## src/id_pkg.sv

```systemverilog
`default_nettype none

package id_pkg;

    // ====================
    // Widths
    // ====================
    localparam int XLEN      = 64;
    localparam int REG_IDX_W = 5;
    localparam int INST_W    = 32;

    typedef enum logic [6:0] {
        OP_LUI    = 7'b0110111,
        OP_JAL    = 7'b1101111,
        OP_JALR   = 7'b1100111,
        OP_BRANCH = 7'b1100011,
        OP_LOAD   = 7'b0000011,
        OP_STORE  = 7'b0100011,
        OP_IMM    = 7'b0010011,
        OP_OP     = 7'b0110011
    } opcode_e;

    typedef enum logic [2:0] {IMM_NONE, IMM_I, IMM_S, IMM_B, IMM_U, IMM_J} imm_type_e;
    typedef enum logic [2:0] {EQ, NE, LT, GE, LTU, GEU} comp_type_e;
    typedef enum logic [3:0] {ADD, SUB, SLL, SLT, SLTU, XOR, SRL, SRA, OR, AND} alu_op_e;
    typedef enum logic [1:0] {BYTE, HALF, WORD, DOUBLE} mem_size_e;  // Same as funct3[1:0].
    typedef enum logic [1:0] {SRC_REG, SRC_ID2EX, SRC_EX2MEM, SRC_MEM2WB} src_sel_e;

    // ====================
    // Instruction formats
    // ====================
    typedef struct packed {
        logic [6:0]           funct7;
        logic [REG_IDX_W-1:0] rs2;
        logic [REG_IDX_W-1:0] rs1;
        logic [2:0]           funct3;
        logic [REG_IDX_W-1:0] rd;
        logic [6:0]           opcode;
    } inst_r_t;

    typedef struct packed {
        logic [11:0]          imm_11_0;
        logic [REG_IDX_W-1:0] rs1;
        logic [2:0]           funct3;
        logic [REG_IDX_W-1:0] rd;
        logic [6:0]           opcode;
    } inst_i_t;

    typedef struct packed {
        logic [6:0]           imm_11_5;
        logic [REG_IDX_W-1:0] rs2;
        logic [REG_IDX_W-1:0] rs1;
        logic [2:0]           funct3;
        logic [4:0]           imm_4_0;
        logic [6:0]           opcode;
    } inst_s_t;

    typedef struct packed {
        logic                 imm_12;
        logic [5:0]           imm_10_5;
        logic [REG_IDX_W-1:0] rs2;
        logic [REG_IDX_W-1:0] rs1;
        logic [2:0]           funct3;
        logic [3:0]           imm_4_1;
        logic                 imm_11;
        logic [6:0]           opcode;
    } inst_b_t;

    typedef struct packed {
        logic [19:0]          imm_31_12;
        logic [REG_IDX_W-1:0] rd;
        logic [6:0]           opcode;
    } inst_u_t;

    typedef struct packed {
        logic                 imm_20;
        logic [9:0]           imm_10_1;
        logic                 imm_11;
        logic [7:0]           imm_19_12;
        logic [REG_IDX_W-1:0] rd;
        logic [6:0]           opcode;
    } inst_j_t;

    typedef union packed {
        inst_r_t r;
        inst_i_t i;
        inst_s_t s;
        inst_b_t b;
        inst_u_t u;
        inst_j_t j;
    } inst_t;

    // ====================
    // Bundles
    // ====================
    typedef struct packed {
        logic       rs1_en;
        logic       rs2_en;
        logic       rd_en;
        logic       inst_jump;
        logic       inst_branch;
        logic       inst_lui;
        logic       jump_base_rs1;  // JALR only.
        logic       alu_src_imm;
        alu_op_e    alu_op;
        logic       mem_read;
        logic       mem_write;
        mem_size_e  mem_size;
        logic       load_unsigned;
        comp_type_e comp_type;
        imm_type_e  imm_type;
    } ctrl_t;

    typedef struct packed {
        logic                 rd_en;
        logic [REG_IDX_W-1:0] rd_index;
        logic [XLEN-1:0]      rd_data;
    } wb_bus_t;

    typedef struct packed {
        src_sel_e rs1_src;
        src_sel_e rs2_src;
    } fwd_sel_t;

endpackage

`default_nettype wire

```

## src/id_control.sv

```systemverilog
`timescale 1ns/1ns
`default_nettype none

module id_control import id_pkg::*; (
    input  wire         clk,
    input  wire         arst_n_i,
    input  wire         inst_valid_i,
    input  wire inst_t  inst_i,
    output ctrl_t       ctrl_o
);

    function automatic alu_op_e alu_decode(input logic [2:0] funct3,
                                           input logic       alt,
                                           input logic       reg_op);
        alu_op_e op;
        case (funct3)
            3'b000:  op = (alt && reg_op) ? SUB : ADD;  // No SUBI.
            3'b001:  op = SLL;
            3'b010:  op = SLT;
            3'b011:  op = SLTU;
            3'b100:  op = XOR;
            3'b101:  op = alt ? SRA : SRL;
            3'b110:  op = OR;
            default: op = AND;
        endcase
        return op;
    endfunction

    always_comb begin
        ctrl_o = '0;
        if (inst_valid_i) begin
            case (inst_i.r.opcode)
                OP_LUI: begin
                    ctrl_o.rd_en    = 1'b1;
                    ctrl_o.inst_lui = 1'b1;
                    ctrl_o.imm_type = IMM_U;
                end
                OP_JAL: begin
                    ctrl_o.rd_en     = 1'b1;
                    ctrl_o.inst_jump = 1'b1;
                    ctrl_o.imm_type  = IMM_J;
                end
                OP_JALR: begin
                    ctrl_o.rs1_en        = 1'b1;
                    ctrl_o.rd_en         = 1'b1;
                    ctrl_o.inst_jump     = 1'b1;
                    ctrl_o.jump_base_rs1 = 1'b1;
                    ctrl_o.imm_type      = IMM_I;
                end
                OP_BRANCH: begin
                    ctrl_o.rs1_en   = 1'b1;
                    ctrl_o.rs2_en   = 1'b1;
                    ctrl_o.imm_type = IMM_B;
                    ctrl_o.inst_branch = 1'b1;
                    case (inst_i.b.funct3)
                        3'b000:  ctrl_o.comp_type = EQ;
                        3'b001:  ctrl_o.comp_type = NE;
                        3'b100:  ctrl_o.comp_type = LT;
                        3'b101:  ctrl_o.comp_type = GE;
                        3'b110:  ctrl_o.comp_type = LTU;
                        3'b111:  ctrl_o.comp_type = GEU;
                        default: ctrl_o.inst_branch = 1'b0;  // Reserved funct3.
                    endcase
                end
                OP_LOAD: begin
                    ctrl_o.rs1_en        = 1'b1;
                    ctrl_o.rd_en         = 1'b1;
                    ctrl_o.alu_src_imm   = 1'b1;
                    ctrl_o.alu_op        = ADD;
                    ctrl_o.mem_read      = 1'b1;
                    ctrl_o.mem_size      = mem_size_e'(inst_i.i.funct3[1:0]);
                    ctrl_o.load_unsigned = inst_i.i.funct3[2];
                    ctrl_o.imm_type      = IMM_I;
                end
                OP_STORE: begin
                    ctrl_o.rs1_en      = 1'b1;
                    ctrl_o.rs2_en      = 1'b1;
                    ctrl_o.alu_src_imm = 1'b1;
                    ctrl_o.alu_op      = ADD;
                    ctrl_o.mem_write   = 1'b1;
                    ctrl_o.mem_size    = mem_size_e'(inst_i.s.funct3[1:0]);
                    ctrl_o.imm_type    = IMM_S;
                end
                OP_IMM: begin
                    ctrl_o.rs1_en      = 1'b1;
                    ctrl_o.rd_en       = 1'b1;
                    ctrl_o.alu_src_imm = 1'b1;
                    ctrl_o.alu_op      = alu_decode(inst_i.r.funct3, inst_i.r.funct7[5], 1'b0);
                    ctrl_o.imm_type    = IMM_I;
                end
                OP_OP: begin
                    ctrl_o.rs1_en = 1'b1;
                    ctrl_o.rs2_en = 1'b1;
                    ctrl_o.rd_en  = 1'b1;
                    ctrl_o.alu_op = alu_decode(inst_i.r.funct3, inst_i.r.funct7[5], 1'b1);
                end
                default: ctrl_o = '0;  // Unknown opcode.
            endcase
        end
    end

    a_mem_excl: assert property (@(posedge clk) disable iff (!arst_n_i)
        !(ctrl_o.mem_read && ctrl_o.mem_write));

endmodule

`default_nettype wire

```

## src/id_immgen.sv

```systemverilog
`timescale 1ns/1ns
`default_nettype none

module id_immgen import id_pkg::*; (
    input  wire imm_type_e   imm_type_i,
    input  wire inst_t       inst_i,
    output logic [XLEN-1:0]  imm_data_o
);

    always_comb begin
        case (imm_type_i)
            IMM_I: imm_data_o = {{(XLEN-12){inst_i.i.imm_11_0[11]}}, inst_i.i.imm_11_0};
            IMM_S: imm_data_o = {{(XLEN-12){inst_i.s.imm_11_5[6]}},
                                 inst_i.s.imm_11_5, inst_i.s.imm_4_0};
            IMM_B: imm_data_o = {{(XLEN-13){inst_i.b.imm_12}}, inst_i.b.imm_12,
                                 inst_i.b.imm_11, inst_i.b.imm_10_5,
                                 inst_i.b.imm_4_1, 1'b0};
            // Upper 20 bits of the word, low 12 cleared.
            IMM_U: imm_data_o = {{(XLEN-INST_W){inst_i.u.imm_31_12[19]}},
                                 inst_i.u.imm_31_12, 12'b0};
            IMM_J: imm_data_o = {{(XLEN-21){inst_i.j.imm_20}}, inst_i.j.imm_20,
                                 inst_i.j.imm_19_12, inst_i.j.imm_11,
                                 inst_i.j.imm_10_1, 1'b0};
            default: imm_data_o = '0;  // IMM_NONE.
        endcase
    end

endmodule

`default_nettype wire

```

## src/id_regfile.sv

```systemverilog
`timescale 1ns/1ns
`default_nettype none

module id_regfile import id_pkg::*; (
    input  wire                  clk,
    input  wire                  arst_n_i,
    input  wire wb_bus_t         wb_i,
    input  wire [REG_IDX_W-1:0]  rs1_index_i,
    input  wire [REG_IDX_W-1:0]  rs2_index_i,
    output logic [XLEN-1:0]      rs1_data_o,
    output logic [XLEN-1:0]      rs2_data_o
);

    logic [XLEN-1:0] regs [0:31];  // x0 is cleared and never written.

    always_ff @(posedge clk or negedge arst_n_i) begin
        if (!arst_n_i) begin
            for (int i = 0; i < 32; i++) begin
                regs[i] <= '0;
            end
        end else if (wb_i.rd_en && (wb_i.rd_index != '0)) begin
            regs[wb_i.rd_index] <= wb_i.rd_data;
        end
    end

    // Same-cycle write is covered by mem2wb forwarding.
    assign rs1_data_o = regs[rs1_index_i];
    assign rs2_data_o = regs[rs2_index_i];

    a_x0_zero: assert property (@(posedge clk) disable iff (!arst_n_i)
        ((rs1_index_i == '0) |-> (rs1_data_o == '0)) and
        ((rs2_index_i == '0) |-> (rs2_data_o == '0)));

endmodule

`default_nettype wire

```

## src/id_forward.sv

```systemverilog
`timescale 1ns/1ns
`default_nettype none

module id_forward import id_pkg::*; (
    input  wire                  clk,
    input  wire                  rs1_en_i,
    input  wire                  rs2_en_i,
    input  wire [REG_IDX_W-1:0]  rs1_index_i,
    input  wire [REG_IDX_W-1:0]  rs2_index_i,
    input  wire wb_bus_t         id2ex_i,
    input  wire wb_bus_t         ex2mem_i,
    input  wire wb_bus_t         mem2wb_i,
    output fwd_sel_t             fwd_sel_o
);

    // Youngest matching stage wins.
    function automatic src_sel_e pick_src(input logic                 en,
                                          input logic [REG_IDX_W-1:0] idx,
                                          input wb_bus_t              b_id2ex,
                                          input wb_bus_t              b_ex2mem,
                                          input wb_bus_t              b_mem2wb);
        src_sel_e sel;
        sel = SRC_REG;
        if (en && (idx != '0)) begin
            if (b_id2ex.rd_en && (b_id2ex.rd_index == idx)) begin
                sel = SRC_ID2EX;
            end else if (b_ex2mem.rd_en && (b_ex2mem.rd_index == idx)) begin
                sel = SRC_EX2MEM;
            end else if (b_mem2wb.rd_en && (b_mem2wb.rd_index == idx)) begin
                sel = SRC_MEM2WB;
            end
        end
        return sel;
    endfunction

    assign fwd_sel_o.rs1_src = pick_src(rs1_en_i, rs1_index_i, id2ex_i, ex2mem_i, mem2wb_i);
    assign fwd_sel_o.rs2_src = pick_src(rs2_en_i, rs2_index_i, id2ex_i, ex2mem_i, mem2wb_i);

    a_x0_no_fwd: assert property (@(posedge clk)
        ((rs1_index_i == '0) |-> (fwd_sel_o.rs1_src == SRC_REG)) and
        ((rs2_index_i == '0) |-> (fwd_sel_o.rs2_src == SRC_REG)));

endmodule

`default_nettype wire

```

## src/id_branchjudge.sv

```systemverilog
`timescale 1ns/1ns
`default_nettype none

module id_branchjudge import id_pkg::*; (
    input  wire comp_type_e       comp_type_i,
    input  wire [XLEN-1:0]        rs1_data_i,
    input  wire [XLEN-1:0]        rs2_data_i,
    output logic                  taken_o
);

    always_comb begin
        case (comp_type_i)
            EQ:      taken_o = (rs1_data_i == rs2_data_i);
            NE:      taken_o = (rs1_data_i != rs2_data_i);
            LT:      taken_o = ($signed(rs1_data_i) < $signed(rs2_data_i));
            GE:      taken_o = ($signed(rs1_data_i) >= $signed(rs2_data_i));
            LTU:     taken_o = (rs1_data_i < rs2_data_i);
            GEU:     taken_o = (rs1_data_i >= rs2_data_i);
            default: taken_o = 1'b0;
        endcase
    end

endmodule

`default_nettype wire

```

## src/id_top.sv

```systemverilog
`timescale 1ns/1ns
`default_nettype none

module id_top import id_pkg::*; (
    input  wire                  clk,
    input  wire                  arst_n_i,
    input  wire                  inst_valid_i,
    input  wire inst_t           inst_i,
    input  wire [XLEN-1:0]       inst_addr_i,
    input  wire [XLEN-1:0]       nxt_inst_addr_i,
    input  wire wb_bus_t         id2ex_i,
    input  wire wb_bus_t         ex2mem_i,
    input  wire wb_bus_t         mem2wb_i,  // Also the write-back port.
    output ctrl_t                ctrl_o,
    output logic [REG_IDX_W-1:0] rs1_index_o,
    output logic [REG_IDX_W-1:0] rs2_index_o,
    output logic [REG_IDX_W-1:0] rd_index_o,
    output fwd_sel_t             fwd_sel_o,
    output logic [XLEN-1:0]      rs1_data_o,
    output logic [XLEN-1:0]      rs2_data_o,
    output logic [XLEN-1:0]      imm_data_o,
    output logic [XLEN-1:0]      rd_data_o,
    output logic                 jumpbranch_en_o,
    output logic [XLEN-1:0]      jumpbranch_addr_o
);

    ctrl_t           ctrl;
    fwd_sel_t        fwd_sel;
    logic [XLEN-1:0] rf_rs1_data;
    logic [XLEN-1:0] rf_rs2_data;
    logic [XLEN-1:0] rs1_data;
    logic [XLEN-1:0] rs2_data;
    logic [XLEN-1:0] imm_data;
    logic [XLEN-1:0] jump_sum;
    logic            taken;

    function automatic logic [XLEN-1:0] operand(input src_sel_e        sel,
                                                input logic [XLEN-1:0] rf_data,
                                                input wb_bus_t         b_id2ex,
                                                input wb_bus_t         b_ex2mem,
                                                input wb_bus_t         b_mem2wb);
        case (sel)
            SRC_ID2EX:  return b_id2ex.rd_data;
            SRC_EX2MEM: return b_ex2mem.rd_data;
            SRC_MEM2WB: return b_mem2wb.rd_data;
            default:    return rf_data;
        endcase
    endfunction

    // ====================
    // Submodules
    // ====================
    id_control u_control (
        .clk          (clk),
        .arst_n_i     (arst_n_i),
        .inst_valid_i (inst_valid_i),
        .inst_i       (inst_i),
        .ctrl_o       (ctrl)
    );

    id_immgen u_immgen (
        .imm_type_i (ctrl.imm_type),
        .inst_i     (inst_i),
        .imm_data_o (imm_data)
    );

    id_regfile u_regfile (
        .clk         (clk),
        .arst_n_i    (arst_n_i),
        .wb_i        (mem2wb_i),
        .rs1_index_i (inst_i.r.rs1),
        .rs2_index_i (inst_i.r.rs2),
        .rs1_data_o  (rf_rs1_data),
        .rs2_data_o  (rf_rs2_data)
    );

    id_forward u_forward (
        .clk         (clk),
        .rs1_en_i    (ctrl.rs1_en),
        .rs2_en_i    (ctrl.rs2_en),
        .rs1_index_i (inst_i.r.rs1),
        .rs2_index_i (inst_i.r.rs2),
        .id2ex_i     (id2ex_i),
        .ex2mem_i    (ex2mem_i),
        .mem2wb_i    (mem2wb_i),
        .fwd_sel_o   (fwd_sel)
    );

    id_branchjudge u_branchjudge (
        .comp_type_i (ctrl.comp_type),
        .rs1_data_i  (rs1_data),
        .rs2_data_i  (rs2_data),
        .taken_o     (taken)
    );

    // ====================
    // Operands and target
    // ====================
    assign rs1_data = operand(fwd_sel.rs1_src, rf_rs1_data, id2ex_i, ex2mem_i, mem2wb_i);
    assign rs2_data = operand(fwd_sel.rs2_src, rf_rs2_data, id2ex_i, ex2mem_i, mem2wb_i);

    assign jump_sum = (ctrl.jump_base_rs1 ? rs1_data : inst_addr_i) + imm_data;
    assign jumpbranch_addr_o = {jump_sum[XLEN-1:1], jump_sum[0] & ~ctrl.jump_base_rs1};
    assign jumpbranch_en_o   = ctrl.inst_jump | (ctrl.inst_branch & taken);

    assign rd_data_o   = ctrl.inst_lui ? imm_data : nxt_inst_addr_i;  // Link value.
    assign ctrl_o      = ctrl;
    assign fwd_sel_o   = fwd_sel;
    assign rs1_index_o = inst_i.r.rs1;
    assign rs2_index_o = inst_i.r.rs2;
    assign rd_index_o  = inst_i.r.rd;
    assign rs1_data_o  = rs1_data;
    assign rs2_data_o  = rs2_data;
    assign imm_data_o  = imm_data;

endmodule

`default_nettype wire

```

## config.mk

```make
export PLATFORM = sky130hd
export DESIGN_NAME = id_top
export DESIGN_NICKNAME = d
export VERILOG_FILES = /design/src/id_pkg.sv /design/src/id_control.sv /design/src/id_immgen.sv /design/src/id_regfile.sv /design/src/id_forward.sv /design/src/id_branchjudge.sv /design/src/id_top.sv
export SDC_FILE = /design/constraint.sdc
export NUM_CORES = 2
export LEC_CHECK = 0
export BUFFER_PORTS_ARGS = -buffer_cell sky130_fd_sc_hd__buf_2
export CAP_MARGIN = 15
export CORE_ASPECT_RATIO = 1.2
export CORE_MARGIN = 8
export CORE_UTILIZATION = 30
export DETAILED_ROUTE_END_ITERATION = 10
export RECOVER_POWER = 25
export SYNTH_ARGS = -nofsm -noshare
export SYNTH_HDL_FRONTEND = slang
export SYNTH_SLANG_ARGS = --single-unit
export TNS_END_PERCENT = 5
```

## constraint.sdc

```tcl
create_clock -name clk -period 13.92 [get_ports clk]
set_input_delay 3.48 -clock clk [delete_from_list [all_inputs] [get_ports clk]]
set_output_delay 3.48 -clock clk [all_outputs]
set_load 0.005 [all_outputs]
```

==> metrics.txt <==
status finished, violations left; failing checks capacitance limit, slew limit; Cell Rows 253; Reg clk slew, reported paths 0.06 ns; # clock sinks 2,048; DRC viols 0; asr flop ratio synth 100.0%; unrepaired setup endpoints after global routing no; sequential share of power 41.8%; Pint 13.19 mW; Hold Crit Class flop to flop; Largest Register u_regfile.regs; Hold WS 0.3949 ns; drt pass-1 iters 9; vias 84,400; total grt overflow 0; placed insts 13,550; Sw Share 30.35%; Tcrit/Tclk final 99.85%; non-filler cells, final 14,010; MaxCap Viol Count 15; wire per inst 37.14 um; final instance area 0.1364 mm2; final WL 520,500 um; Ys Warns 0; antenna-violating nets left 0; CP Class input pin to output pin; Initial Utilization 30.09%; final setup fails 0; dpl hpwl 353,000 um; Gate Count Post-Synth 8,173; P_leak 59.62 nW; cts hold-fix bufs 0; die height 705.8 um; top-level port count 736; Vias/cell 6.023; Synth cell types 87; Synth Cell Area 0.1190 mm2; part of the power in combinational logic 26.3%; Max Slew Vio Count 553; Synth Area per Inst 14.56 um2; Worst-Skew Late Latency 0.87 ns; fill count 37,840; CP startpoint kind input pin; GRT Resource Usage Total 24.09%; Most used DFF post-synth dfrtp_1; placed cell areas 0.1290 mm2; CTS tree yes; worst hold start u_regfile.regs[2027]; Post-Syn Nets 8,673; largest net degree at the start of global routing 199; FF+latch count, synth 2,048; first-pass GRT wire length 714,300 um; Largest regs u_regfile.regs (2048); Num CTS Buffers 215; gpl congestion 1.014; crit path time final 13.90 ns; area delta synth->final 14.65%; Final Hold Viols 0; Max VDD drop 0.1108 mV; register area share after synthesis 43.08%; initial antenna violation count 129; R2R Path Start u_regfile.regs[1918]; Critical Path RT 10.44 ns; number of DRC markers in iteration 0 9,731; Clk pwr share 31.9%; Final Power 18.94 mW; Power Dens Cells 138.9 mW/mm2; crit path from mem2wb_i[68]; core area 0.3954 mm2; post-layout worst setup margin 0.02083 ns; CTS root buffer clkbuf_16; IO Port Bufs 735; Worst Tran Pin Value 9.823 ns; share of cells above drive strength 1 54.69%; nets@finish 9,057; Max-Slew Margin vs Limit -554.9%; vias in the first global route 86,350; CP endpoint kind output pin; Worst Path Arrival 10.42 ns; die width 590.8 um; Setup WS pre-CTS -0.4005 ns; Sw Pwr 5.747 mW; Fmax 71.95 MHz; Post-synth EDFFs 0; Largest register FFs 2,048; TNS Setup 0 ns; CP max FO 15; Max clock buf depth 4; H-tree levels 4; post-layout util 34.49%; area of the die 0.4170 mm2; clock skew 0 ns
critical path, cell delays in order:
cell and delay (ns):
clkbuf_1 0.49, xor2_1 0.20, nor2_1 0.11, and3_1 0.29, nor2b_2 0.22, buf_4 0.20, nor2_4 0.27, buf_4 0.48
mux2i_1 0.15, nor2_1 0.13, a211oi_1 0.07, a21oi_1 0.88, inv_1 0.28, ha_1 0.40, o21a_1 0.12, o21ai_0 0.17
o21bai_1 0.14, a21oi_2 0.58, buf_4 0.22, o22ai_1 0.14, nor4_1 0.25, a21o_2 0.19, nand2_1 0.06, a311o_1 0.40
o211ai_2 0.26, buf_2 0.17
synth_stat cells, types with 31 or more instances:
cell type,count,share of area [%]
buf_2,118,0.50
a221oi_1,67,0.49
nand2_1,214,0.68
mux4_2,1194,23
mux2i_1,297,2.5
inv_1,91,0.29
dfrtp_1,2048,43
and2_1,31,0.16
o21ai_0,67,0.28
ha_1,126,1.3
nor2_1,163,0.51
clkbuf_1,669,2.1
buf_4,70,0.44
mux2_2,2061,20
nand3_1,33,0.14
xor2_1,39,0.29
buf_1,69,0.22
a21oi_1,146,0.61
a21o_1,114,0.72
xnor2_1,50,0.37
nand4_1,33,0.17
o221ai_1,47,0.35
a22oi_1,34,0.21
a211oi_1,50,0.32
per-layer routing:
layer | GRT usage, % | share of wire (%)
met4 | 15.00 | 7.5
met1 | 28.89 | 36
met3 | 7.941 | 11
met5 | 0 | 0.098
met2 | 37.42 | 45
repair_timing:
item | 4_1_cts | 5_1_grt
buffers inserted | 3 | 7
endpoints found under the setup margin | 17 | 6
resized for setup | 8 | 7
pin swaps | 1 | 2
worst paths after layout:
check	endpoint	slack, ns	depth (start not counted)
worst max-delay path	jumpbranch_en_o	0.02	26
worst min-delay path	u_regfile.regs[2027]	0.39	0
worst max register to register	u_regfile.regs[1918]	13.10	1
worst min register to register	u_regfile.regs[2027]	0.39	0
max in group asynchronous	u_regfile.regs[30]	1.43	3
min in group asynchronous	u_regfile.regs[1980]	6.25	1
cells in the final DEF, fill, tap and decap left out, types with 64 or more instances in the layout:
master / netlist / routed
a21o_1: 114 / 111
a21oi_1: 146 / 142
a221oi_1: 67 / 67
buf_2: 118 / 724
buf_4: 70 / 305
clkbuf_16: 0 / 218
dfrtp_1: 2048 / 2048
diode_2: 0 / 64
ha_1: 126 / 126
inv_1: 91 / 89
mux2_2: 2061 / 2061
mux2i_1: 297 / 297
mux4_2: 1194 / 1194
nand2_1: 214 / 203
nor2_1: 163 / 149
o21ai_0: 67 / 64
cells by family (layout without fill, tap and decap cells):
| kind of cell | count (synthesis) | count (layout) | synth area share (%) |
|---|---|---|---|
| XOR/XNOR | 89 | 89 | 0.6553 |
| adder cells (fa/ha/maj) | 127 | 127 | 1.342 |
| buffers and inverters | 1029 | 1578 | 3.611 |
| flip-flops | 2048 | 2048 | 43.08 |
| AO/OA/AOI/OAI | 723 | 723 | 4.313 |
| other | 0 | 64 | 0 |
| AND/OR/NAND/NOR | 604 | 604 | 2.374 |
| multiplexers | 3553 | 3553 | 44.62 |
power by group through the flow:
stage	registers [mW]	logic (mW)	clock network [mW]
2_1_floorplan	7.69	3.17	0
3_3_place_gp	7.83	4.81	0
3_5_place_dp	7.99	4.91	0
4_1_cts	7.88	4.93	6.12
5_1_grt	8.05	5.20	6.33
6_report	7.92	4.98	6.04
cell type report:
cell class,count,area [um2],share of cell area (%)
repair buffers,1096,7071,5.184
flip-flops and latches,2048,51250,37.58
diodes,64,160.2,0.1174
clock inverters,72,967.2,0.7092
clock buffers,310,6201,4.547
well taps,5227,6540,4.795
multi-input cells,5096,63810,46.79
inverters,100,384.1,0.2816
Power figures use the tool's default switching activity.
